<file path="config.mk">
export PLATFORM = sky130hd
export DESIGN_NAME = lsq_overlap_check
export DESIGN_NICKNAME = d
export VERILOG_FILES = /design/src/verilog/lsq_pkg.sv /design/src/verilog/lsq_overlap_check.sv
export VERILOG_INCLUDE_DIRS = /design/src /design/src/verilog
export SDC_FILE = /design/constraint.sdc
export NUM_CORES = 1
export LEC_CHECK = 0
export ABC_AREA = 1
export BUFFER_PORTS_ARGS = -buffer_cell sky130_fd_sc_hd__buf_2
export CORE_AREA = 2 2 163 165
export DETAILED_ROUTE_END_ITERATION = 10
export DIE_AREA = 0 0 165 167
export PLACE_DENSITY = 0.38
export RECOVER_POWER = 100
export SYNTH_ARGS = -nofsm -noshare
export SYNTH_HDL_FRONTEND = slang
export SYNTH_SLANG_ARGS = --single-unit
</file>
<file path="constraint.sdc">
create_clock -name vclk -period 14.64
set_input_delay 4.392 -clock vclk [all_inputs]
set_output_delay 4.392 -clock vclk [all_outputs]
set_load 0.1 [all_outputs]
</file>
<file path="src/verilog/lsq_cfg.svh">
// Queue geometry and bus widths for the load/store queue, included by each LSQ source
`ifndef LSQ_CFG_SVH
`define LSQ_CFG_SVH

// ==========================================================================
// Queue geometry
// ==========================================================================
// Each row holds two entries, one per column, so four rows give eight entries
`define LSQ_ROWS 4
`define LSQ_ENTRIES (`LSQ_ROWS * 2)

// ==========================================================================
// Address and data widths
// ==========================================================================
// Byte address, wide enough for the whole data memory
`define ADR_W 10
`define DATA_W 32
// Depth of the data memory in 32-bit words
`define MEM_WORDS 256
// Lowest address bit that the overlap compare looks at (16-byte lines)
`define LSQ_LINE_LSB 4

`endif

</file>
<file path="src/verilog/lsq_pkg.sv">
// Shared entry, index and sequence-number types, imported by the LSQ modules
`default_nettype none
`include "lsq_cfg.svh"

package lsq_pkg;

	localparam int ROW_W = $clog2(`LSQ_ROWS);
	localparam int SN_W = 4;

	// Sequence number, one wider than the slot index so that age wraps cleanly
	typedef logic [SN_W-1:0] sn_t;

	// Row and column of one entry
	typedef struct packed {
		logic [ROW_W-1:0] row;
		logic col;
	} lsq_ndx_t;

	typedef struct packed {
		logic valid;
		logic is_store;
		logic agen;
		logic issued;
		logic done;
		sn_t sn;
		logic [`ADR_W-1:0] padr;
		logic [`DATA_W-1:0] data;
	} lsq_entry_t;

	typedef lsq_entry_t [`LSQ_ROWS-1:0][1:0] lsq_entries_t;

	// The slot of a sequence number is its value modulo eight
	// Bit 0 picks the column and the bits above it pick the row
	function automatic lsq_ndx_t sn_ndx(input sn_t sn);
		lsq_ndx_t ndx;
		ndx.row = sn[ROW_W:1];
		ndx.col = sn[0];
		return ndx;
	endfunction

	// Age relative to the head, so that the head entry is age zero
	function automatic sn_t sn_age(input sn_t sn, input sn_t head);
		return sn - head;
	endfunction

endpackage

`default_nettype wire

</file>
<file path="src/verilog/lsq_overlap_check.sv">
// Combinational memory-disambiguation check of one candidate against all older entries
`default_nettype none
`include "lsq_cfg.svh"

module lsq_overlap_check (
	input wire lsq_pkg::lsq_entries_t entries,
	input wire lsq_pkg::sn_t head_sn,
	input wire lsq_pkg::lsq_ndx_t cand_id,
	output logic has_overlap
);
	import lsq_pkg::*;

	lsq_entry_t cand;
	sn_t cand_age;

	assign cand = entries[cand_id.row][cand_id.col];
	assign cand_age = sn_age(cand.sn, head_sn);

	// ==========================================================================
	// Scan of every slot
	// ==========================================================================
	// Only older entries matter, and only while they have not finished
	// An entry without an address may touch anything, so it always blocks
	// Two loads to the same line are harmless, any store in the pair is not
	always_comb begin
		lsq_entry_t e;
		has_overlap = 1'b0;
		for (int r = 0; r < `LSQ_ROWS; r++) begin
			for (int c = 0; c < 2; c++) begin
				e = entries[r][c];
				if (e.valid && !e.done && (sn_age(e.sn, head_sn) < cand_age)) begin
					if (!e.agen) begin
						has_overlap = 1'b1;
					end else if ((e.padr[`ADR_W-1:`LSQ_LINE_LSB] ==
							cand.padr[`ADR_W-1:`LSQ_LINE_LSB]) &&
							(e.is_store || cand.is_store)) begin
						has_overlap = 1'b1;
					end
				end
			end
		end
	end

	// The candidate is never compared with itself since its own age is not less

endmodule

`default_nettype wire

</file>
==> out/summary.txt, run 1 <==
Status = complete, no violations
Die Area = 0.0276 mm²
Hold Crit Depth = 7
Pleak = 2.59 nW
Vias in the first global route = 4243
Cell taking the most area after synthesis = nand2_1
Syn_nets = 1110
Synth area leaders = nand2_1 (22%), nand3_1 (15%), ha_1 (12%)
Fmax = 75.0 MHz
Area delta synth->final = 24.9%
Hpwl dp = 13.4 mm
CLK BUF = 0
Yosys cell types = 28
Pwr dens = 45.0 mW/mm²
DRT antenna net count = 0
Worst-path maximum fanout = 23
Sequential Power Share = 0%
Placed Instances = 1091
Critical path's top delay family = buffers and inverters
NetSw = 129 µW
Post-CTS Setup Inserts = 0
Fin nets = 1217
IO buf count = 120
Initial core utilization = 14.2%
Cell area after layout = 0.00456 mm²
Largest stage delay on the critical path = 0.86 ns
Post-cts resize count = 0
Max-cap viol count = 0
Ys Warns = 0
TritonRoute pass-1 iters = 5
Placed cell areas = 0.00455 mm²
Max-slew violation count = 0
Floorplan core area = 0.0258 mm²
Most common cell after layout, fill and taps aside = nand2_1
Global route overflow = 0
Switch share = 62.8%
Comb pwr share = 100.0%
Total wire length = 16.3 mm
Min Tclk post-route = 13.34 ns
Wire per inst = 14.9 µm
Seq cells = 0
Final period utilization = 91.1%
Largest net degree at the start of global routing = 45
Final setup TNS = 0 ns
Die Width = 165 µm
Peak VDD IR = 0.0150 mV
Smallest hold slack = 9.45 ns
Int Power = 76.5 µW
1st-iter DRT viols = 241
Final setup vio count = 0
DR DRC count = 0
CP arrival = 8.95 ns
Worst path bufs/invs = 5
Die height = 167 µm
Syn Inst Count = 651
Sequential area share after synthesis = 0%
Crit path capture type = output port
Worst Tran Pin Value = 1.04 ns
Vias per Instance = 3.90
Syn_area_per_cell = 5.61 µm²
Tot Pwr = 205 µW
# hold bufs at CTS = 0
Setup repair after global routing missed its margin = false
Hold endpoint = has_overlap
First-pass GRT wire length = 24.5 mm
Num rows = 59
Critical path depth in cells = 19
Worst-path cell chain = buf_2 > inv_1 > o21ai_0 > o22ai_1 > inv_1 > o21ai_0 > inv_1 > fa_1 > ha_1 > a21o_1 > maj3_1 > nand2_1 > nand2_1 > nor2_1 > nand2_1 > nand2_1 > nor2_1 > nand2_1 > buf_2
GRT Total Usage = 11.7%
WS Path Type = primary input to output port
HP Start = entries[150]
Initial antenna violation count = 7
Commonest non-fill, non-tap cells in the layout = nand2_1 (210), buf_2 (120), nand3_1 (107), inv_1 (105), nor2_1 (53)
Yosys top cell area share = 21.6%
Top-Level Pins = 416
Final Hold Fails = 0
Share of post-route cells with drive strength above 1 = 20.1%
Min-Delay Path Class = primary input to output port
Clock power frac = 0%
Vias = 4273
Register area = 0 µm²
Critical Path Slowest Stage Cell = inv_1
Slew headroom = 30.5%
Cell mode on critical path = nand2_1
Worst path required time = 10.25 ns
Post-route insts no fill = 1096
Element type at the critical path start = primary input
Synthesized area = 0.00365 mm²
RD Place Congestion = 0.759
[power by group through the flow]
stage,logic (mW),clock network [mW],registers [mW]
final,0.205,0.0000000457,0
after global routing,0.236,0,0
after CTS,0.210,0,0
after detailed placement,0.208,0,0
after global placement,0.208,0,0
after floorplan,0.147,0,0
[kinds of logic (layout without fill, tap and decap cells)]
family | Yosys count | after routing | synth area share, %
AND/OR/NAND/NOR | 398 | 398 | 52.0
buffers and inverters | 123 | 228 | 14.7
AO/OA/AOI/OAI | 52 | 52 | 7.92
adder cells (fa/ha/maj) | 51 | 51 | 18.8
XOR/XNOR | 27 | 27 | 6.48
other | 0 | 5 | 0
[through the flow]
stage	worst slack, ns	utilization (%)
after global placement	1.52	17.7
after global routing	0.844	17.7
final	1.30	17.7
after CTS	1.53	17.7
after detailed placement	1.54	17.7
after floorplan	2.47	-
[layout make-up]
| cell class | instances | area (µm²) |
|---|---|---|
| Inverter | 107 | 409 |
| Tap cell | 335 | 419 |
| Timing Repair Buffer | 121 | 608 |
| Multi-Input combinational cell | 528 | 3110 |
| Antenna cell | 5 | 12.5 |
| Fill cell | 3043 | 21200 |
[worst max-delay path by stage]
stage                  endpoint  startpoint
floorplan           has_overlap  cand_id[1]
global placement    has_overlap  cand_id[2]
detailed placement  has_overlap  cand_id[2]
finish              has_overlap  cand_id[2]
global route        has_overlap  cand_id[2]
CTS                 has_overlap  cand_id[2]
[layer usage]
metal	wire length [µm]	GRT usage, %
met4	2	0.0378
met3	1030	2.14
met5	27	0
met2	7140	18.7
met1	8120	17.1
[cell usage after synthesis (all sizes together) (2+ instances only)]
library cell,instances
a21o,7
a21oi,22
buf,14
clkbuf,2
fa,9
ha,35
inv,107
maj3,7
nand2,219
nand3,126
nor2,53
o21ai,18
o22ai,3
xnor2,12
xor2,15
No activity file was read; power rests on OpenSTA's default activity.
==> run 2: changes to the inputs <==
--- a/config.mk
+++ b/config.mk
@@ -8,10 +8,10 @@
 export LEC_CHECK = 0
 export ABC_AREA = 1
 export BUFFER_PORTS_ARGS = -buffer_cell sky130_fd_sc_hd__buf_2
-export CORE_AREA = 2 2 163 165
+export CORE_AREA = 4 4 161 163
 export DETAILED_ROUTE_END_ITERATION = 10
 export DIE_AREA = 0 0 165 167
-export PLACE_DENSITY = 0.38
+export PLACE_DENSITY = 0.4
 export RECOVER_POWER = 100
 export SYNTH_ARGS = -nofsm -noshare
 export SYNTH_HDL_FRONTEND = slang
==> out/summary.txt, run 2 (same netlist as run 1, synthesis figures left out) <==
Initial antenna violation count = 9 (+2)
Top-Level Pins = 416 (unchanged)
Most common cell after layout, fill and taps aside = nand2_1
Max-cap viol count = 0 (unchanged)
Final period utilization = 88.7% (-2.4 points)
Cell area after layout = 0.00454 mm² (-0.52%)
Num rows = 57 (-3.4%)
Element type at the critical path start = primary input
Final Hold Fails = 0 (unchanged)
CLK BUF = 0 (unchanged)
Floorplan core area = 0.0243 mm² (-5.6%)
Clock power frac = 0% (unchanged)
Fmax = 77.0 MHz (+2.8%)
Post-CTS Setup Inserts = 0 (unchanged)
Final setup vio count = 0 (unchanged)
Post-cts resize count = 0 (unchanged)
Wire per inst = 15.1 µm (+1.0%)
Hpwl dp = 13.4 mm (-0.41%)
Setup repair after global routing missed its margin = false
Slew headroom = 36.6% (+6.1 points)
Pwr dens = 45.2 mW/mm² (+0.44%)
Share of post-route cells with drive strength above 1 = 20.2% (+0.13 points)
IO buf count = 120 (unchanged)
Die Area = 0.0276 mm² (unchanged)
Area delta synth->final = 24.3%
Cell mode on critical path = nand2_1
Min-Delay Path Class = primary input to output port
WS Path Type = primary input to output port
Worst Tran Pin Value = 0.948 ns (-0.0942 ns)
Hold endpoint = has_overlap
DRT antenna net count = 0 (unchanged)
Int Power = 76.5 µW (about the same)
Global route overflow = 0 (unchanged)
Seq cells = 0 (unchanged)
TritonRoute pass-1 iters = 4 (-1)
Largest stage delay on the critical path = 0.76 ns (-0.10 ns)
CP arrival = 8.59 ns (-0.36 ns)
Comb pwr share = 100.0% (about the same)
Crit path capture type = output port
DR DRC count = 0 (unchanged)
Initial core utilization = 15.0% (+0.84 points)
RD Place Congestion = 0.771 (+1.6%)
NetSw = 129 µW (-0.18%)
Hold Crit Depth = 7 (unchanged)
Vias = 4258 (-0.35%)
Worst-path cell chain = buf_2 > inv_2 > a21oi_1 > o21ai_0 > nand3_1 > nand2_1 > ha_1 > fa_1 > ha_1 > a21o_1 > maj3_1 > nand2_1 > inv_1 > nor2_1 > nand2_1 > nand2_1 > nor2_1 > nand2_1 > buf_2
Status = complete, no violations
Min Tclk post-route = 12.98 ns (-0.358 ns)
Critical Path Slowest Stage Cell = fa_1
Pleak = 2.59 nW (about the same)
Die height = 167 µm (unchanged)
Die Width = 165 µm (unchanged)
HP Start = entries[48]
First-pass GRT wire length = 24.1 mm (-1.6%)
Vias in the first global route = 4021 (-5.2%)
Peak VDD IR = 0.0184 mV (+23%)
Total wire length = 16.3 mm (-0.34%)
Placed cell areas = 0.00454 mm² (-0.30%)
1st-iter DRT viols = 296 (+23%)
Fin nets = 1217 (unchanged)
GRT Total Usage = 11.3% (-0.35 points)
Switch share = 62.7% (about the same)
Worst path required time = 10.25 ns (about the same)
Sequential Power Share = 0% (unchanged)
# hold bufs at CTS = 0 (unchanged)
Max-slew violation count = 0 (unchanged)
Final setup TNS = 0 ns (unchanged)
Largest net degree at the start of global routing = 45 (unchanged)
Number of fill cells = 2862 (-5.9%)
Commonest non-fill, non-tap cells in the layout = nand2_1 (210), buf_2 (120), nand3_1 (107), inv_1 (104), nor2_1 (53)
Register area = 0 µm² (unchanged)
Worst-path maximum fanout = 23 (unchanged)
Vias per Instance = 3.94 (+1.0%)
Tot Pwr = 205 µW (about the same)
[run 2: changes by cell type in the layout (fill, tap and decap cells not counted), sizes merged]
cell / before / now
diode: 5 / 1
[run 2: per-layer routing]
layer	up-vias	track usage (%)	share of wire (%)
li1	2284	-	-
met1	1802	16.8	48
met2	131	17.0	41
met3	25	3.06	8.9
met4	16	0.796	0.85
met5	-	0	0.60
[run 2: metrics by stage]
step / utilization, % / hold slack [ns] / instances / setup WS (ns)
6_report: 18.7 / 9.44 / 1081 / 1.66
4_1_cts: 18.7 / 9.48 / 1080 / 1.56
3_3_place_gp: 18.7 / 9.48 / 1080 / 1.59
5_1_grt: 18.7 / 9.50 / 1080 / 1.40
2_1_floorplan: - / 9.51 / 651 / 2.47
3_5_place_dp: 18.7 / 9.47 / 1080 / 1.59
[run 2: worst max-delay path, delay by kind of cell]
family,cells,cell delay [ns]
AO/OA/AOI/OAI,3,0.48
adder cells (fa/ha/maj),4,1.64
buffers and inverters,4,1.44
AND/OR/NAND/NOR,8,0.60
[run 2: power groups by stage]
stage	clock (mW)	combinational [mW]	sequential, mW
2_1_floorplan	0	0.147	0
3_3_place_gp	0	0.207	0
3_5_place_dp	0	0.208	0
4_1_cts	0	0.208	0
5_1_grt	0	0.236	0
6_report	0.00000000918	0.205	0
[run 2: worst max path at each step]
stage	to	start
5_1_grt	has_overlap	cand_id[2]
3_3_place_gp	has_overlap	cand_id[2]
2_1_floorplan	has_overlap	cand_id[1]
3_5_place_dp	has_overlap	cand_id[2]
4_1_cts	has_overlap	cand_id[2]
6_report	has_overlap	cand_id[2]
[run 2: cell type report]
type | count | area (µm²) | share of cell area, %
diodes | 1 | 2.50 | 0.0551
inverters | 107 | 409 | 9.02
repair buffers | 121 | 608 | 13.4
multi-input cells | 528 | 3110 | 68.6
well taps | 324 | 405 | 8.93
