### src/verilog/lsq_cfg.svh
// Queue geometry and bus widths for the load/store queue, included by each LSQ source
`ifndef LSQ_CFG_SVH
`define LSQ_CFG_SVH

// ==========================================================================
// Queue geometry
// ==========================================================================
// Each row holds two entries, one per column, so four rows give eight entries
`define LSQ_ROWS 4
`define LSQ_ENTRIES (`LSQ_ROWS * 2)

// ==========================================================================
// Address and data widths
// ==========================================================================
// Byte address, wide enough for the whole data memory
`define ADR_W 10
`define DATA_W 32
// Depth of the data memory in 32-bit words
`define MEM_WORDS 256
// Lowest address bit that the overlap compare looks at (16-byte lines)
`define LSQ_LINE_LSB 4

`endif

### src/verilog/lsq_pkg.sv
// Shared entry, index and sequence-number types, imported by the LSQ modules
`default_nettype none
`include "lsq_cfg.svh"

package lsq_pkg;

	localparam int ROW_W = $clog2(`LSQ_ROWS);
	localparam int SN_W = 4;

	// Sequence number, one wider than the slot index so that age wraps cleanly
	typedef logic [SN_W-1:0] sn_t;

	// Row and column of one entry
	typedef struct packed {
		logic [ROW_W-1:0] row;
		logic col;
	} lsq_ndx_t;

	typedef struct packed {
		logic valid;
		logic is_store;
		logic agen;
		logic issued;
		logic done;
		sn_t sn;
		logic [`ADR_W-1:0] padr;
		logic [`DATA_W-1:0] data;
	} lsq_entry_t;

	typedef lsq_entry_t [`LSQ_ROWS-1:0][1:0] lsq_entries_t;

	// The slot of a sequence number is its value modulo eight
	// Bit 0 picks the column and the bits above it pick the row
	function automatic lsq_ndx_t sn_ndx(input sn_t sn);
		lsq_ndx_t ndx;
		ndx.row = sn[ROW_W:1];
		ndx.col = sn[0];
		return ndx;
	endfunction

	// Age relative to the head, so that the head entry is age zero
	function automatic sn_t sn_age(input sn_t sn, input sn_t head);
		return sn - head;
	endfunction

endpackage

`default_nettype wire

### src/verilog/lsq_issue_lane.sv
// Issue lane for one queue column, picks the oldest ready entry and holds it until granted
`default_nettype none
`include "lsq_cfg.svh"

module lsq_issue_lane #(
	parameter bit COL = 1'b0
) (
	input wire logic clk,
	input wire logic rst_n,
	input wire lsq_pkg::lsq_entries_t entries,
	input wire lsq_pkg::sn_t head_sn,
	input wire logic has_overlap,
	input wire logic gnt,
	output lsq_pkg::lsq_ndx_t cand_id,
	output logic req,
	output logic [`ADR_W-1:0] req_adr,
	output logic [`DATA_W-1:0] req_data,
	output logic req_we,
	output lsq_pkg::lsq_ndx_t req_id
);
	import lsq_pkg::*;

	logic cand_valid;
	sn_t best_age;
	lsq_entry_t cand;

	// ==========================================================================
	// Candidate selection
	// ==========================================================================
	// Oldest entry of this column that has an address and has not issued
	always_comb begin
		cand_valid = 1'b0;
		cand_id = '{row: '0, col: COL};
		best_age = '0;
		for (int r = 0; r < `LSQ_ROWS; r++) begin
			if (entries[r][COL].valid && entries[r][COL].agen && !entries[r][COL].issued &&
					(!cand_valid || sn_age(entries[r][COL].sn, head_sn) < best_age)) begin
				cand_valid = 1'b1;
				cand_id.row = ROW_W'(r);
				best_age = sn_age(entries[r][COL].sn, head_sn);
			end
		end
	end

	assign cand = entries[cand_id.row][cand_id.col];

	// ==========================================================================
	// Held request
	// ==========================================================================
	// After a grant the lane idles one cycle, which lets the issued flag land
	always_ff @(posedge clk) begin
		if (!rst_n) begin
			req <= 1'b0;
		end else if (req) begin
			if (gnt)
				req <= 1'b0;
		end else if (cand_valid && !has_overlap) begin
			req <= 1'b1;
		end
	end

	// Payload follows the candidate while idle and freezes under req
	always_ff @(posedge clk) begin
		if (!req) begin
			req_adr <= cand.padr;
			req_data <= cand.data;
			req_we <= cand.is_store;
			req_id <= cand_id;
		end
	end

	// A held request keeps pointing at a live entry that has not issued yet
	a_req_live: assert property (@(posedge clk) disable iff (!rst_n)
		req |-> entries[req_id.row][req_id.col].valid &&
			!entries[req_id.row][req_id.col].issued &&
			(entries[req_id.row][req_id.col].padr == req_adr));

endmodule

`default_nettype wire

### config.mk
export PLATFORM = sky130hd
export DESIGN_NAME = lsq_issue_lane
export DESIGN_NICKNAME = d
export VERILOG_FILES = /design/src/verilog/lsq_pkg.sv /design/src/verilog/lsq_issue_lane.sv
export VERILOG_INCLUDE_DIRS = /design/src /design/src/verilog
export SDC_FILE = /design/constraint.sdc
export NUM_CORES = 1
export LEC_CHECK = 0
export ABC_CLOCK_PERIOD_IN_PS = 15800
export BUFFER_PORTS_ARGS = -buffer_cell sky130_fd_sc_hd__buf_2
export CAP_MARGIN = 30
export CORE_AREA = 2 2 183 185
export CTS_CLUSTER_SIZE = 28
export DETAILED_ROUTE_END_ITERATION = 8
export DIE_AREA = 0 0 185 187
export GPL_TIMING_DRIVEN = 0
export PLACE_DENSITY = 0.45
export RECOVER_POWER = 25
export SLEW_MARGIN = 20
export SYNTH_ARGS = -nofsm -noshare
export SYNTH_HDL_FRONTEND = slang
export SYNTH_SLANG_ARGS = --single-unit
### constraint.sdc
create_clock -name clk -period 15.8 [get_ports clk]
set_clock_uncertainty 0.05 [all_clocks]
set_input_delay 3.95 -clock clk [delete_from_list [all_inputs] [get_ports clk]]
set_output_delay 3.95 -clock clk [all_outputs]
set_load 0.02 [all_outputs]
==> results of run 1 <==
## area by class of cell
class	count	share of cell area, %
inverter	15	0.940
clock inverter	2	0.163
multi-input combinational	323	40.5
buffer	43	3.66
clock buffer	5	2.04
sequential	46	22.4
timing repair buffer	257	21.1
antenna	1	0.0409
tap	448	9.15
## sequential cells by signal, indices dropped and copies added, names as in the netlist
name and flops:
req 1, req_adr 10, req_we 1, req_id 2, req_data 32
## through the flow
step	worst slack, ns	total power [mW]	hold WS, ns	area [µm²]	util [%]
after floorplan	2.25	0.279	0.656	4120	-
after CTS	0.148	0.480	0.635	6120	18.6
after global routing	0.0545	0.503	0.619	6120	18.6
final	0.704	0.469	0.599	6120	18.6
after detailed placement	0.186	0.364	0.617	5980	18.2
after global placement	-0.125	0.364	0.534	5960	18.1
## layout by cell type (no fill, tap or decap), types with 2 or more instances in the layout
cell type,count
o211ai_1,46
a31o_2,2
inv_1,14
and3b_1,2
nand3b_1,4
xnor2_1,5
nor3_1,46
a21o_1,6
mux2_2,43
nor2_2,2
or2_2,2
edfxtp_1,45
fa_1,4
o31ai_1,43
clkinv_2,2
buf_4,5
o21a_1,6
a21oi_1,54
buf_2,265
o21ai_0,2
buf_6,5
nand2_1,7
mux2i_1,2
xor2_1,6
ha_1,21
conb_1,2
nor2b_1,2
clkbuf_1,23
nor2_1,6
clkbuf_16,5
## how the worst max path moves through the flow
stage	startpoint	to
finish	head_sn[1]	cand_id[1]
global route	head_sn[1]	cand_id[1]
CTS	head_sn[1]	cand_id[1]
detailed placement	head_sn[1]	cand_id[1]
global placement	head_sn[1]	cand_id[1]
floorplan	head_sn[1]	cand_id[1]
## critical path, delay by kind of cell
family,cells,cell delay [ns]
fa+ha+maj,4,1.23
simple gates,3,0.80
compound gates,12,2.35
mux,1,0.27
buf+inv,11,2.27
xor+xnor,1,0.21
## timing repair
item                       CTS  global route
hold endpoints to repair     0             0
setup endpoints to repair    0             2
resized for setup            0             4
## where the power goes
group | switching, mW | internal (mW)
clock network | 0.0535 | 0.0576
registers | 0.00521 | 0.160
logic | 0.115 | 0.0783
## per-layer routing
layer  vias up  track usage [%]  part of all wire, %
li1       2195                -                    -
met3        10             4.23                  9.8
met1      2094             13.8                   43
met4         2             2.26                 0.89
met5         -                0                0.064
met2       164             19.3                   47
## cells by family after synthesis
logic type	share of synthesized area, %
AND/OR/NAND/NOR	8.96
adder cells (fa/ha/maj)	8.32
AO/OA/AOI/OAI	28.1
flip-flops	33.3
buffers and inverters	6.71
XOR/XNOR	2.34
other	0.0910
multiplexers	12.2
==> metrics.csv, run 1 <==
stage,metric,value,unit
floorplanning,dieArea,34600,µm²
cts,cts_root_buffer,clkbuf_16,
synth,async_flop_share,0,%
power_and_ir_drop,cellLeakagePower,2.55,nW
route,drtIter0Drc,184,
route,vias,4465,
sta,period_share,95.5,%
worst_hold_path,hold_depth,2,
cts,clock_path_buffers,2,
sta,rsz0062_at_grt,false,
worst_hold_path,holdPathEnd,req$_SDFF_PN0_,
cts,ctsHoldBuffers,0,
synth,syn_area,4120,µm²
critical_path,end_kind,primary output,
sta,worstMarginPinSlew,2.44,ns
critical_path,ff2ff_path_depth,1,
sta,fin_setup_tns,0,ns
critical_path,r2r-start,req$_SDFF_PN0_,
critical_path,reg2reg_slack,12.47,ns
floorplanning,die_y,187,µm
sta,slew_headroom,-63.2,%
cells_and_area,area_growth,48.6,%
synth,yosysUniqueCellTypes,39,
sta,final-setup-viol-count,0,
cells_and_area,fillCellCount,3768,
placement,gp_congestion,0.758,
cts,cts.reportedPaths.clkPinSlew,0.08,ns
synth,yosysTopAreaCell,edfxtp_1,
power_and_ir_drop,ir_drop,29.3,µV
placement,io_buffer_count,255,
floorplanning,ioPinCount,466,
sta,slew_violations,47,
cells_and_area,regArea,1370,µm²
global_route,track_usage,11.4,%
synth,synth-edff-count,45,
run,max-cap-violations,1,
critical_path,worst_path_most_repeated_cell,ha_1,
route,wl_per_cell,17.8,µm
route,drcViolationCount,0,
cells_and_area,nets,1132,
critical_path,critPathMaxFanout,10,
cts,cts_tree,built,
floorplanning,die_w,185,µm
critical_path,crit_arrival,11.10,ns
cts,clkSinkCount,46,
synth,yosysSeqAreaShare,33.3,%
critical_path,timing.rr.end,req_data[23]$_DFFE_PN_,
worst_hold_path,hold_path_class,flip-flop to flip-flop,
synth,synth.top_cells.by_count,"a21oi_1, nor3_1, o211ai_1",
cts,htree_levels,2,
cts,postCtsSetupRepairBufs,0,
route,viasPerCell,3.92,
sta,fmax,66.2,MHz
sta,fin_crit,15.10,ns
global_route,grt_pass1_vias,4624,
global_route,antenna_found_initial,2,
worst_hold_path,worstHoldStart,req$_SDFF_PN0_,
route,routed_wl,20300,µm
synth,yosysTopAreaCellShare,32.8,%
cts,worstSkewPairLatency,0.30,ns
synth,synth_most_common_cell,a21oi_1,
critical_path,crit_required,11.80,ns
route,firstDrtPassIters,4,
cts,cts_made_buffers,5,
global_route,grt_pass1_wl,28700,µm
status,status,finished with violations,
synth,ys_seq_elements,46,
synth,yosys_warnings,0,
power_and_ir_drop,power.density,76.6,nW/µm²
synth,synth_ff_type,edfxtp_1,
critical_path,start_kind,input port,
synth,syn_avg_cell_area,9.67,µm²
status,violations,"capacitance limit, slew limit",
global_route,grt_max_degree,47,
critical_path,cpPeakStageDelay,0.37,ns
critical_path,crit_type,input port to primary output,
cells_and_area,layoutNonFillerInstCount,1140,
sta,hold_violations,0,
synth,synth_area_leaders,"edfxtp_1, mux2_2, o211ai_1",
placement,place_hpwl,16500,µm
cells_and_area,layout-drive-gt1-share,48.9,%
global_route,gr-total-overflow,0,
cells_and_area,multiInputGateArea,2480,µm²
floorplanning,start_util,12.5,%
floorplanning,core,32900,µm²
floorplanning,rows,67,
placement,dp.cells,1132,
synth,syn_inst,426,
critical_path,crit_slowest_cell,clkbuf_4,
route,postRouteAntennaNets,0,
(Power assumes the default switching activity.)
==> inputs of run 2 (changes only) <==
Settings changed: ABC_CLOCK_PERIOD_IN_PS 15800 to 13300, PLACE_DENSITY 0.45 to 0.46.
Clock period 15.8 ns to 13.3 ns, I/O delays scaled along.
==> run 2 against run 1 <==
Net effect:
- clock power rose by 25%
- first-iteration DRC count fell by 15%
- worst hold slack improved by 0.0057 ns
- largest power group unchanged
- die area did not move
- cell area rose by 1.6%
- the run still ends with capacitance limit, slew limit left
- wire length fell by 0.58%
- combinational power rose by 20%
- sequential share of layout area fell by 0.36 points
==> metrics.csv, run 2 (synthesis results as in run 1) <==
stage,metric,value,unit
status,status,finished with violations,
status,violations,"capacitance limit, slew limit",
cts,worstSkewPairLatency,0.31,ns
critical_path,crit_slowest_cell,a211o_1,
cts,htree_levels,2,
cells_and_area,largest_register_ffs,32,
critical_path,r2r-start,req$_SDFF_PN0_,
power_and_ir_drop,switching_share,37.3,%
cts,cts.reportedPaths.clkPinSlew,0.08,ns
critical_path,crit_required,9.93,ns
route,firstDrtPassIters,4,
global_route,gr-total-overflow,0,
power_and_ir_drop,cellLeakagePower,2.58,nW
route,highest_layer,met5,
worst_hold_path,hold_depth,2,
sta,fin_crit,12.74,ns
floorplanning,ioPinCount,466,
power_and_ir_drop,seq_power_share,34.5,%
critical_path,end_kind,primary output,
floorplanning,dieArea,34600,µm²
sta,fmax,78.5,MHz
sta,final-setup-viol-count,0,
critical_path,startpoint,head_sn[1],
critical_path,crit_arrival,9.37,ns
cts,clock_path_buffers,2,
run,max-cap-violations,1,
worst_hold_path,worstHoldStart,req$_SDFF_PN0_,
sta,slew_headroom,-22.8,%
sta,rsz0062_at_grt,false,
cells_and_area,reg_top3,"req_data: 32 flops, req_adr: 10 flops, req_id: 2 flops",
power_and_ir_drop,intPower,0.356,mW
sta,period_share,95.8,%
cts,cts_made_buffers,5,
cells_and_area,fillCellCount,3772,
placement,place_hpwl,16600,µm
cells_and_area,area_growth,51.0,%
critical_path,ff2ff_path_depth,2,
cts,cts_tree,built,
global_route,track_usage,11.4,%
critical_path,crit_type,input port to primary output,
cells_and_area,final_common_cell,buf_2,
route,drtIter0Drc,156,
critical_path,cpPeakStageDelay,0.34,ns
cts,clkSinkCount,46,
cells_and_area,regMostFlops,req_data,
floorplanning,core,32900,µm²
cts,cts_root_buffer,clkbuf_16,
route,wl_per_cell,17.6,µm
cells_and_area,utilization,18.9,%
cts,ctsHoldBuffers,0,
floorplanning,die_y,187,µm
critical_path,critPathMaxFanout,19,
power_and_ir_drop,power.density,91.2,nW/µm²
route,postRouteAntennaNets,0,
critical_path,start_kind,input port,
floorplanning,rows,67,
route,route.layer.met1.wl,9030,µm
cells_and_area,multiInputGateArea,2490,µm²
route,viasPerCell,3.91,
power_and_ir_drop,ir_drop,50.7,µV
power_and_ir_drop,p_comb_share,40.9,%
sta,layout_setup_ws,0.557,ns
critical_path,worst_path_most_repeated_cell,ha_1,
power_and_ir_drop,clkPwrFrac,24.6,%
route,drcViolationCount,0,
route,wl_met2,9500,µm
cells_and_area,regArea,1370,µm²
global_route,grt_max_degree,27,
cells_and_area,layout-drive-gt1-share,49.9,%
route,vias,4497,
worst_hold_path,hold_path_class,flip-flop to flip-flop,
global_route,grt_pass1_vias,4619,
sta,fin_setup_tns,0,ns
floorplanning,start_util,12.5,%
route,wl_met3,1340,µm
placement,pre_cts_ws,-0.811,ns
floorplanning,die_w,185,µm
placement,gp_congestion,0.756,
global_route,grt_pass1_wl,29000,µm
cells_and_area,final_cell_mix,"buf_2, a21oi_1, nor3_1, o211ai_1, edfxtp_1",
route,routed_wl,20200,µm
power_and_ir_drop,p_sw,0.211,mW
placement,io_buffer_count,255,
sta,hold_violations,0,
sta,slew_violations,27,
global_route,antenna_found_initial,3,
cells_and_area,nets,1140,
sta,worstMarginPinSlew,1.84,ns
-- run 2: power groups by stage --
stage	sequential (mW)	combinational (mW)	clock, mW
6_report	0.196	0.232	0.139
2_1_floorplan	0.231	0.101	0
3_5_place_dp	0.199	0.232	0
4_1_cts	0.196	0.236	0.147
5_1_grt	0.199	0.257	0.151
3_3_place_gp	0.199	0.231	0
-- run 2: path summary, 6_finish.rpt --
path,slack (ns),to
setup reg to reg,10.40,req_we$_DFFE_PN_
setup / recovery,0.56,cand_id[1]
hold reg to reg,0.60,req$_SDFF_PN0_
hold / removal,0.60,req$_SDFF_PN0_
-- run 2: area by class of cell --
cell class / count / area share, %
Multi-Input combinational cell: 323 / 40.0
Sequential cell: 46 / 22.0
Inverter: 15 / 0.985
Antenna cell: 1 / 0.0402
Tap cell: 448 / 9.01
Buffer: 42 / 3.66
Clock buffer: 5 / 2.01
Clock inverter: 3 / 0.382
Timing Repair Buffer: 266 / 21.8
-- run 2: routing by layer --
metal,GRT usage [%],up-vias
met5,0,-
met4,2.59,4
met3,2.73,18
met2,19.6,166
met1,14.2,2099
li1,-,2210
-- run 2: per-stage QoR --
stage	instances	power [mW]	hold slack, ns	area, µm²
5_1_grt	1149	0.606	0.645	6220
2_1_floorplan	427	0.332	0.656	4120
3_3_place_gp	1130	0.430	0.544	5960
3_5_place_dp	1133	0.431	0.626	6000
6_report	1149	0.568	0.605	6220
4_1_cts	1140	0.579	0.637	6170
-- run 2: repair_timing --
item                       CTS  global route
gates resized for setup      7             3
buffers inserted             0             8
pin swaps                    0             2
setup endpoints to repair    2             2
-- run 2: critical path: cells and delay by family --
kind | cells | cell delay [ns]
AO/OA/AOI/OAI | 11 | 1.93
XOR/XNOR | 1 | 0.21
adder cells (fa/ha/maj) | 4 | 1.25
buffers and inverters | 10 | 1.58
multiplexers | 1 | 0.25
AND/OR/NAND/NOR | 5 | 0.78
