--- config.mk ---
export PLATFORM = sky130hd
export DESIGN_NAME = lsq_mem_arbiter
export DESIGN_NICKNAME = d
export VERILOG_FILES = /design/src/verilog/lsq_pkg.sv /design/src/verilog/lsq_mem_arbiter.sv
export VERILOG_INCLUDE_DIRS = /design/src /design/src/verilog
export SDC_FILE = /design/constraint.sdc
export NUM_CORES = 1
export LEC_CHECK = 0
export BUFFER_PORTS_ARGS = -buffer_cell sky130_fd_sc_hd__buf_2
export CORE_AREA = 4 4 60 62
export DETAILED_ROUTE_END_ITERATION = 7
export DIE_AREA = 0 0 64 66
export GPL_TIMING_DRIVEN = 0
export PLACE_DENSITY = 0.86
export SYNTH_ARGS = -nofsm -noshare
export SYNTH_HDL_FRONTEND = slang
export SYNTH_SLANG_ARGS = --single-unit
--- constraint.sdc ---
create_clock -name clk -period 1.8 [get_ports clk]
set_input_delay 0.09 -clock clk [delete_from_list [all_inputs] [get_ports clk]]
set_output_delay 0.09 -clock clk [all_outputs]
set_load 0.005 [all_outputs]
--- src/verilog/lsq_cfg.svh ---
// Queue geometry and bus widths for the load/store queue, included by each LSQ source
`ifndef LSQ_CFG_SVH
`define LSQ_CFG_SVH

// ==========================================================================
// Queue geometry
// ==========================================================================
// Each row holds two entries, one per column, so four rows give eight entries
`define LSQ_ROWS 4
`define LSQ_ENTRIES (`LSQ_ROWS * 2)

// ==========================================================================
// Address and data widths
// ==========================================================================
// Byte address, wide enough for the whole data memory
`define ADR_W 10
`define DATA_W 32
// Depth of the data memory in 32-bit words
`define MEM_WORDS 256
// Lowest address bit that the overlap compare looks at (16-byte lines)
`define LSQ_LINE_LSB 4

`endif

--- src/verilog/lsq_pkg.sv ---
// Shared entry, index and sequence-number types, imported by the LSQ modules
`default_nettype none
`include "lsq_cfg.svh"

package lsq_pkg;

	localparam int ROW_W = $clog2(`LSQ_ROWS);
	localparam int SN_W = 4;

	// Sequence number, one wider than the slot index so that age wraps cleanly
	typedef logic [SN_W-1:0] sn_t;

	// Row and column of one entry
	typedef struct packed {
		logic [ROW_W-1:0] row;
		logic col;
	} lsq_ndx_t;

	typedef struct packed {
		logic valid;
		logic is_store;
		logic agen;
		logic issued;
		logic done;
		sn_t sn;
		logic [`ADR_W-1:0] padr;
		logic [`DATA_W-1:0] data;
	} lsq_entry_t;

	typedef lsq_entry_t [`LSQ_ROWS-1:0][1:0] lsq_entries_t;

	// The slot of a sequence number is its value modulo eight
	// Bit 0 picks the column and the bits above it pick the row
	function automatic lsq_ndx_t sn_ndx(input sn_t sn);
		lsq_ndx_t ndx;
		ndx.row = sn[ROW_W:1];
		ndx.col = sn[0];
		return ndx;
	endfunction

	// Age relative to the head, so that the head entry is age zero
	function automatic sn_t sn_age(input sn_t sn, input sn_t head);
		return sn - head;
	endfunction

endpackage

`default_nettype wire

--- src/verilog/lsq_mem_arbiter.sv ---
// Round-robin arbiter between the two issue lanes for the single data memory port
`default_nettype none
`include "lsq_cfg.svh"

module lsq_mem_arbiter (
	input wire logic clk,
	input wire logic rst_n,
	input wire logic req0,
	input wire logic req1,
	input wire logic [`ADR_W-1:0] req0_adr,
	input wire logic [`ADR_W-1:0] req1_adr,
	input wire logic [`DATA_W-1:0] req0_data,
	input wire logic [`DATA_W-1:0] req1_data,
	input wire logic req0_we,
	input wire logic req1_we,
	input wire lsq_pkg::lsq_ndx_t req0_id,
	input wire lsq_pkg::lsq_ndx_t req1_id,
	output logic [1:0] gnt,
	output logic mem_en,
	output logic mem_we,
	output logic [$clog2(`MEM_WORDS)-1:0] mem_adr,
	output logic [`DATA_W-1:0] mem_wdata,
	output logic issue_strobe,
	output lsq_pkg::lsq_ndx_t issue_id,
	output logic mem_done_strobe,
	output lsq_pkg::lsq_ndx_t mem_done_id
);
	localparam int WA_W = $clog2(`MEM_WORDS);

	// Lane that wins when both ask
	logic prio;

	always_comb begin
		if (req0 && req1)
			gnt = prio ? 2'b10 : 2'b01;
		else
			gnt = {req1, req0};
	end

	// The granted lane drives the memory in the same cycle
	assign mem_en = |gnt;
	assign mem_we = gnt[1] ? req1_we : req0_we;
	assign mem_adr = gnt[1] ? req1_adr[WA_W+1:2] : req0_adr[WA_W+1:2];
	assign mem_wdata = gnt[1] ? req1_data : req0_data;
	assign issue_strobe = |gnt;
	assign issue_id = gnt[1] ? req1_id : req0_id;

	// Loser of a contested cycle gets priority next
	always_ff @(posedge clk) begin
		if (!rst_n) begin
			prio <= 1'b0;
			mem_done_strobe <= 1'b0;
		end else begin
			if (gnt[0])
				prio <= 1'b1;
			else if (gnt[1])
				prio <= 1'b0;
			mem_done_strobe <= |gnt;
		end
	end

	// Completion lines up with the registered read data
	always_ff @(posedge clk) begin
		mem_done_id <= issue_id;
	end

	// A lane that loses keeps asking and is served on the very next cycle
	a_rr_lane0: assert property (@(posedge clk) disable iff (!rst_n)
		req0 && !gnt[0] |=> gnt[0]);
	a_rr_lane1: assert property (@(posedge clk) disable iff (!rst_n)
		req1 && !gnt[1] |=> gnt[1]);

endmodule

`default_nettype wire

==> metrics, run 1 <==
hold-fix buffer count after cts=0; Reg power frac=approximately 18%; clk_skew=roughly 0.0046 ns; Slew Limit Fails=0; maximum buffer depth of the clock tree=2; syn avg cell area=approximately 14 sq um; FF+latch count, synth=5; Achievable Freq=roughly 0.63 GHz; Port Buf Inserts=around 140; Setup Buffers After CTS=0; Primary FF master, synth=dfxtp_1; Worst Path Required=~1.7 ns; sequential area share after synthesis=between 10% and 20%; hold_ws=roughly 0.059 ns; r2r setup slk=between 0.5 and 0.6 ns; combinational share of power=between 60% and 70%; Routed WL=3.445 mm; drt first pass iters=4; Crit. End Element=output port; RSZ-0062 raised after global routing=no; P_leak=1.042 nW; CTS resizes=0; Final TNS setup=0 ns; synth top area cells=mux2_4 (68%), dfxtp_1 (12%), mux2_2 (6.6%); worst slew pin tran=~0.14 ns; Startpoint Class=flop; async set or reset register ratio after synthesis=0%; HP Start=rst_n; status=completed; first-pass GRT wire length=roughly 5 mm; RePlAce Congestion=0.7647; CP arrival=1.50 ns; number of routed nets with antenna violations=0; reg2reg path depth=4; fin cells=about 250; initial detailed-routing violation count=4; Post-synth top cells=mux2_4 (39), dfxtp_1 (5), mux2_2 (5); Hold Path Depth=2; chip height=between 60 and 70 um; relative slew slack=between 90 and 100%; vias in the first global route=between 1000 and 1500; Worst R2R Start=prio; TritonCTS buffer count=3; fin area=1654 sq um; initial antenna violation count=0; internal power=0.4805 mW; reg-to-reg endpoint=mem_done_id[1]; Mapped Nets=approximately 160; pin count of the biggest net entering global routing=11; slowest CP cell=dfxtp_1; Root Buffer=clkbuf_4; Fin. Hold Viols=0; clock share of power=between 10% and 20%; Post-Syn Instances=a little over 60; ant diodes=0; critical path type=reg2out; Placed Cells=approximately 250; most instantiated library cell after synthesis=mux2_4; Clock Latency Late Sink=0.25 ns; YS warnings=0; Setup-failing EPs final=0; Min-Delay Path Class=in2reg; crit path time final=around 1.6 ns; area of the die=4224 sq um; share of cells above drive strength 1=between 90% and 100%; Buf/Inv on CP=2; Synth Cell Area=approximately 860 sq um; clock sink total=5; Final Power=roughly 0.68 mW; critical path cell sequence=nand2b_4, nand2_4, buf_6, mux2_4, buf_2; DRC errors left=0; Clock transition at path regs=about 0.050 ns; Initial Util=between 20% and 30%; I/O pins=148; NumNets Final=between 300 and 400; peak supply drop=around 0.00033 V; Yosys top cell by area=mux2_4; vias per cell=4.296; maximum fanout along the worst path=10; slowest cell delay on critical path=roughly 0.32 ns; Critical Path Source=prio; share of the synthesized area in the top cell type=68.32%; Final WS setup=about 0.21 ns; number of library cell types mapped by synthesis=12; Final period util=between 80% and 90%; Core Area=3028 sq um; average wire per standard cell=between 10 and 15 um; Power per Cell Area=approximately 410 nW/um^2; Final Util=around 55%; H-Tree Depth=1; setup slack at placement=around 0.47 ns; worst hold endpoint=mem_done_strobe; CTS tree=done; Switching Share=between 20% and 30%; vias post-DR=around 1100; number of synthesized flops with an enable pin=0; die outline width=approximately 64 um; num rows=20; Total GRT Usage=15.49%; Layout area overhead=92.99%; NetSw=0.1966 mW; DP Area=between 1500 and 2000 sq um; max cap viols=0; total congestion overflow=0; CP delay by family, top=flip-flops
-- power by group through the flow --
stage	combinational, mW	sequential, mW	clock (mW)
after global routing	0.458	0.124	0.152
final	0.420	0.123	0.135
after detailed placement	0.428	0.125	0
after floorplan	0.215	0.126	0
after global placement	0.420	0.124	0
after CTS	0.429	0.123	0.143
-- registers in the layout (all words and copies together), names as in the netlist --
| name | count |
|---|---|
| mem_done_strobe | 1 |
| mem_done_id | 3 |
| prio | 1 |
-- final cells by class --
class	instances	area, sq um
multi-input cells	51	700.7
inverters	1	3.754
well taps	44	55.05
flip-flops and latches	5	100.1
repair buffers	143	715.7
plain buffers	5	52.55
clock buffers	4	26.28
fillers	294	1374
-- routing by layer --
metal | GRT usage [%] | vias to the layer above | wire length [um]
met5 | 0 | - | 0
li1 | - | 520 | -
met1 | 14.16 | 471 | 1057
met2 | 30.06 | 91 | 1834
met4 | 5.660 | 0 | 42
met3 | 6.633 | 5 | 510
-- layout by cell type (no fill, tap or decap) --
cell type	instances
buf_2	143
or2_2	1
and2_1	1
nand2b_1	1
dfxtp_1	5
buf_6	4
mux2_2	5
a21boi_0	2
mux2_4	39
buf_4	1
clkbuf_1	1
nand2_4	1
inv_1	1
clkbuf_4	3
nand2b_4	1
-- worst max-delay path by stage --
stage / end / depth (start not counted)
floorplan: mem_done_id[0] / 4
global placement: mem_adr[2] / 5
detailed placement: mem_wdata[0] / 5
CTS: mem_wdata[0] / 5
global route: mem_adr[2] / 5
finish: mem_wdata[0] / 5
-- cell families after synthesis --
| logic type | count (synthesis) | synth area share (%) |
|---|---|---|
| AOI/OAI and AO/OA | 2 | 1.751 |
| buffers and inverters | 6 | 6.569 |
| DFF | 5 | 11.68 |
| muxes | 44 | 74.89 |
| and+or+nand+nor | 5 | 5.110 |
No activity file was read; power rests on OpenSTA's default activity.
==> run 2, diff against run 1 <==
--- a/config.mk
+++ b/config.mk
@@ -7,11 +7,11 @@
 export NUM_CORES = 1
 export LEC_CHECK = 0
 export BUFFER_PORTS_ARGS = -buffer_cell sky130_fd_sc_hd__buf_2
-export CORE_AREA = 4 4 60 62
+export CORE_AREA = 4 4 64 66
 export DETAILED_ROUTE_END_ITERATION = 7
-export DIE_AREA = 0 0 64 66
+export DIE_AREA = 0 0 68 70
 export GPL_TIMING_DRIVEN = 0
-export PLACE_DENSITY = 0.86
+export PLACE_DENSITY = 0.8
 export SYNTH_ARGS = -nofsm -noshare
 export SYNTH_HDL_FRONTEND = slang
 export SYNTH_SLANG_ARGS = --single-unit
==> constraint.sdc (replaced) <==
create_clock -name clk -period 1.35 [get_ports clk]
set_input_delay 0.0675 -clock clk [delete_from_list [all_inputs] [get_ports clk]]
set_output_delay 0.0675 -clock clk [all_outputs]
set_load 0.005 [all_outputs]
==> metrics, run 2 (same netlist as run 1, synthesis figures left out) <==
status=finished, violations left; failing checks=setup timing; I/O pins=148; Core Area=around 3600 sq um; clock sink total=5; CP arrival=~1.4 ns; crit path time final=around 1.5 ns; relative slew slack=~87%; share of cells above drive strength 1=a little over nine tenths; biggest regs=mem_done_id (3), mem_done_strobe (1), prio (1); CTS tree=done; critical path type=reg2out; Worst Path Required=1.28 ns; drt first pass iters=4; TritonCTS buffer count=3; Port Buf Inserts=143; met2 WL=2.067 mm; pin count of the biggest net entering global routing=11; hold-fix buffer count after cts=0; Layout area overhead=140.1%; Top reg by flops=mem_done_id; Fin. Hold Viols=0; Critical Path Source=prio; max reg flops=3; Total GRT Usage=about 16%; Highest Signal Layer=met4; Min-Delay Path Class=in2reg; Final period util=111.8%; DRC errors left=0; first-pass GRT wire length=5.713 mm; max cap viols=0; die outline width=just under 70 um; Root Buffer=clkbuf_4; chip height=approximately 70 um; commonest non-fill, non-tap cell in the layout=buf_2; RePlAce Congestion=0.6606; Startpoint Class=flop; num rows=22; Setup-failing EPs final=44; Worst R2R Start=prio; met3 wire len=634 um; Clock Latency Late Sink=0.25 ns; peak supply drop=around 0.00042 V; initial detailed-routing violation count=15; vias in the first global route=about 1200; Power per Cell Area=between 500 and 600 nW/um^2; clk_skew=between 0.003 and 0.004 ns; Routed WL=roughly 4 mm; area of the die=roughly 4800 sq um; Clock transition at path regs=approximately 0.050 ns; NumNets Final=roughly 310; average wire per standard cell=roughly 15 um; maximum fanout along the worst path=10; Crit. End Element=output port; RSZ-0062 raised after global routing=yes; r2r setup slk=about 0.09 ns; commonest cells after routing, fill and taps aside=buf_2 (101), buf_6 (43), mux2_4 (42), buf_4 (5); Final WS setup=-0.1591 ns; vias post-DR=between 1000 and 1500; total congestion overflow=0; setup slack at placement=between 0.007 and 0.008 ns; H-Tree Depth=1; Achievable Freq=approximately 0.66 GHz; wl on met1=approximately 1.3 mm; number of routed nets with antenna violations=0; worst slew pin tran=a little under 0.2 ns; vias per cell=about 4.3; maximum buffer depth of the clock tree=2; P_leak=between 1 and 1.5 nW; hpwl dp=3.182 mm; Slew Limit Fails=0; hold_ws=0.03229 ns; initial antenna violation count=0; ant diodes=0; Initial Util=a little under a quarter; HP Start=rst_n
-- run 2: cell types whose count changed in the layout (fill, tap and decap cells not counted), moves of 3 or more --
cell,before,now
buf_2,143,101
buf_6,4,43
buf_12,0,4
buf_4,1,5
mux2_2,5,2
mux2_4,39,42
-- run 2: final cells by class --
class | instances | area [sq um]
Buffer | 5 | 87.58
Clock buffer | 4 | 26.28
Fill cell | 306 | 1520
Inverter | 1 | 3.754
Multi-Input combinational cell | 52 | 732.0
Sequential cell | 5 | 101.3
Tap cell | 48 | 60.06
Timing Repair Buffer | 149 | 1047
-- run 2: timing repair --
item                       in CTS  in global routing
pin swaps                       1                  0
gates resized for setup        54                  4
setup buffers                   4                  1
setup endpoints to repair      44                 45
cloned                          2                  0
hold endpoints to repair        0                  0
-- run 2: critical path, cell delays in order, from the launching register on --
cell and delay [ns]:
dfxtp_2 0.32, nand2b_4 0.16, nand2_8 0.12, buf_12 0.16, mux2_4 0.31, buf_6 0.12
-- run 2: path summary, 6_finish.rpt --
path | to | depth (start not counted)
max reg2reg | mem_done_id[0] | 5
min | mem_done_strobe | 2
min reg2reg | prio | 3
max | mem_wdata[10] | 5
-- run 2: power breakdown --
group / total (mW) / leakage (nW) / switching, mW / internal, mW
combinational: 0.778 / 1.14 / 0.242 / 0.536
sequential: 0.164 / 0.0423 / 0.00331 / 0.161
clock: 0.184 / 0.0150 / 0.0716 / 0.112
total: 1.13 / 1.20 / 0.317 / 0.809
-- run 2: through the flow --
stage          power [mW]  setup TNS, ns  std cells  util (%)  cell area (sq um)
6_report            1.126         -6.245        264     57.52               2058
5_1_grt             1.197         -8.667        264     57.52               2058
4_1_cts             1.124         -7.033        263     56.85               2034
3_5_place_dp       0.7346              0        253     45.63               1633
3_3_place_gp       0.7259              0        253     45.63               1633
2_1_floorplan      0.4545              0         62         -              857.1
-- run 2: routing by layer --
metal / up-vias / track usage [%]
met5: - / 0
met4: 0 / 2.428
met3: 7 / 7.556
met2: 91 / 28.80
met1: 504 / 15.75
li1: 538 / -
==> run 3, diff against run 2 <==
--- a/config.mk
+++ b/config.mk
@@ -8,6 +8,7 @@
 export LEC_CHECK = 0
 export BUFFER_PORTS_ARGS = -buffer_cell sky130_fd_sc_hd__buf_2
 export CORE_AREA = 4 4 64 66
+export CTS_BUF_LIST = sky130_fd_sc_hd__clkbuf_4
 export DETAILED_ROUTE_END_ITERATION = 7
 export DIE_AREA = 0 0 68 70
 export GPL_TIMING_DRIVEN = 0
==> metrics, run 3 (same netlist as run 1, synthesis figures left out) <==
H-Tree Depth=1; Top reg by flops=mem_done_id; first-pass GRT wire length=~5.7 mm; Layout fillers=a little over 300; commonest non-fill, non-tap cell in the layout=buf_2; Port Buf Inserts=approximately 140; r2r setup slk=roughly 0.09 ns; critical path type=reg2out; max reg flops=3; Startpoint Class=flop; hold_ws=between 0.03 and 0.04 ns; peak supply drop=~0.00042 V; biggest regs=mem_done_id (3), mem_done_strobe (1), prio (1); Final Power=approximately 1.1 mW; share of cells above drive strength 1=96.30%; area of the die=roughly 4800 sq um; Core Area=around 3600 sq um; Root Buffer=clkbuf_4; Achievable Freq=roughly 0.66 GHz; NumNets Final=313; worst slew pin tran=between 0.15 and 0.2 ns; Final period util=111.7%; Final Util=57.62%; Crit. End Element=output port; total congestion overflow=0; Min-Delay Path Class=in2reg; Final WS setup=-0.1585 ns; Power per Cell Area=approximately 550 nW/um^2; initial detailed-routing violation count=17; die outline width=68 um; vias per cell=around 4.3; hold-fix buffer count after cts=0; maximum fanout along the worst path=10; commonest cells after routing, fill and taps aside=buf_2 (101), buf_6 (43), mux2_4 (42), buf_4 (5); RePlAce Congestion=approximately 0.66; Fin. Hold Viols=0; TritonCTS buffer count=3; max cap viols=0; ant diodes=0; vias in the first global route=~1200; Clock transition at path regs=~0.050 ns; num rows=22; failing checks=setup timing; relative slew slack=approximately 87%; pin count of the biggest net entering global routing=11; number of routed nets with antenna violations=0; Clock Latency Late Sink=between 0.2 and 0.3 ns; Setup-failing EPs final=44; initial antenna violation count=0; chip height=approximately 70 um; CP arrival=1.44 ns; maximum buffer depth of the clock tree=2; Slew Limit Fails=0; P_leak=~1.2 nW; Layout area overhead=140.6%; Initial Util=a little under a quarter; Worst Path Required=approximately 1.3 ns; CTS tree=done; average wire per standard cell=approximately 15 um; clk_skew=approximately 0.0057 ns; RSZ-0062 raised after global routing=yes; I/O pins=about 150; DRC errors left=0; Routed WL=slightly below 4 mm; hpwl dp=3.182 mm; drt first pass iters=4; Total GRT Usage=between 10% and 20%; clock sink total=5; status=finished, violations left; vias post-DR=around 1100; crit path time final=1.509 ns
==> run 3: final cells by class <==
type | instances | area [sq um] | area share, %
clock buffers | 4 | 30.03 | 1.456
well taps | 48 | 60.06 | 2.913
multi-input cells | 52 | 732.0 | 35.50
inverters | 1 | 3.754 | 0.1820
flip-flops and latches | 5 | 101.3 | 4.915
repair buffers | 149 | 1047 | 50.79
plain buffers | 5 | 87.58 | 4.248
==> run 3: layer usage <==
metal / global-route usage, % / vias to the layer above / part of all wire [%]
li1: - / 538 / -
met1: 15.75 / 504 / 32
met2: 28.59 / 91 / 52
met3: 7.556 / 7 / 16
met4: 2.428 / 0 / 0.88
met5: 0 / - / 0
==> run 3: through the flow <==
stage	TNS (ns)	std cells	area [sq um]	worst slack, ns
global placement	0	253	1633	0.02146
global route	-8.663	264	2062	-0.2197
finish	-6.218	264	2062	-0.1585
floorplan	0	62	857.1	0.1798
detailed placement	0	253	1633	0.007281
CTS	-7.030	263	2038	-0.1761
==> run 3: worst paths after layout <==
path | from | end | cells after the start
hold reg to reg | prio | prio | 3
setup reg to reg | prio | mem_done_id[0] | 5
setup / recovery | prio | mem_wdata[10] | 5
hold / removal | rst_n | mem_done_strobe | 2
==> run 3: worst max-delay path: stages (launching register included) <==
cell and delay (ns):
dfxtp_2 0.32, nand2b_4 0.16, nand2_8 0.12, buf_12 0.16
mux2_4 0.31, buf_6 0.12
==> run 3: report_power, final <==
| group | internal (mW) | total, mW | switching [mW] |
|---|---|---|---|
| sequential | 0.161 | 0.164 | 0.00323 |
| combinational | 0.536 | 0.778 | 0.242 |
| clock | 0.132 | 0.201 | 0.0688 |
| total | 0.829 | 1.14 | 0.314 |
==> run 3: repair_timing <==
action                     in CTS  in global routing
pin swaps                       1                  0
setup endpoints to repair      44                 45
cloned                          2                  0
resized for setup              54                  4
setup buffers                   4                  1
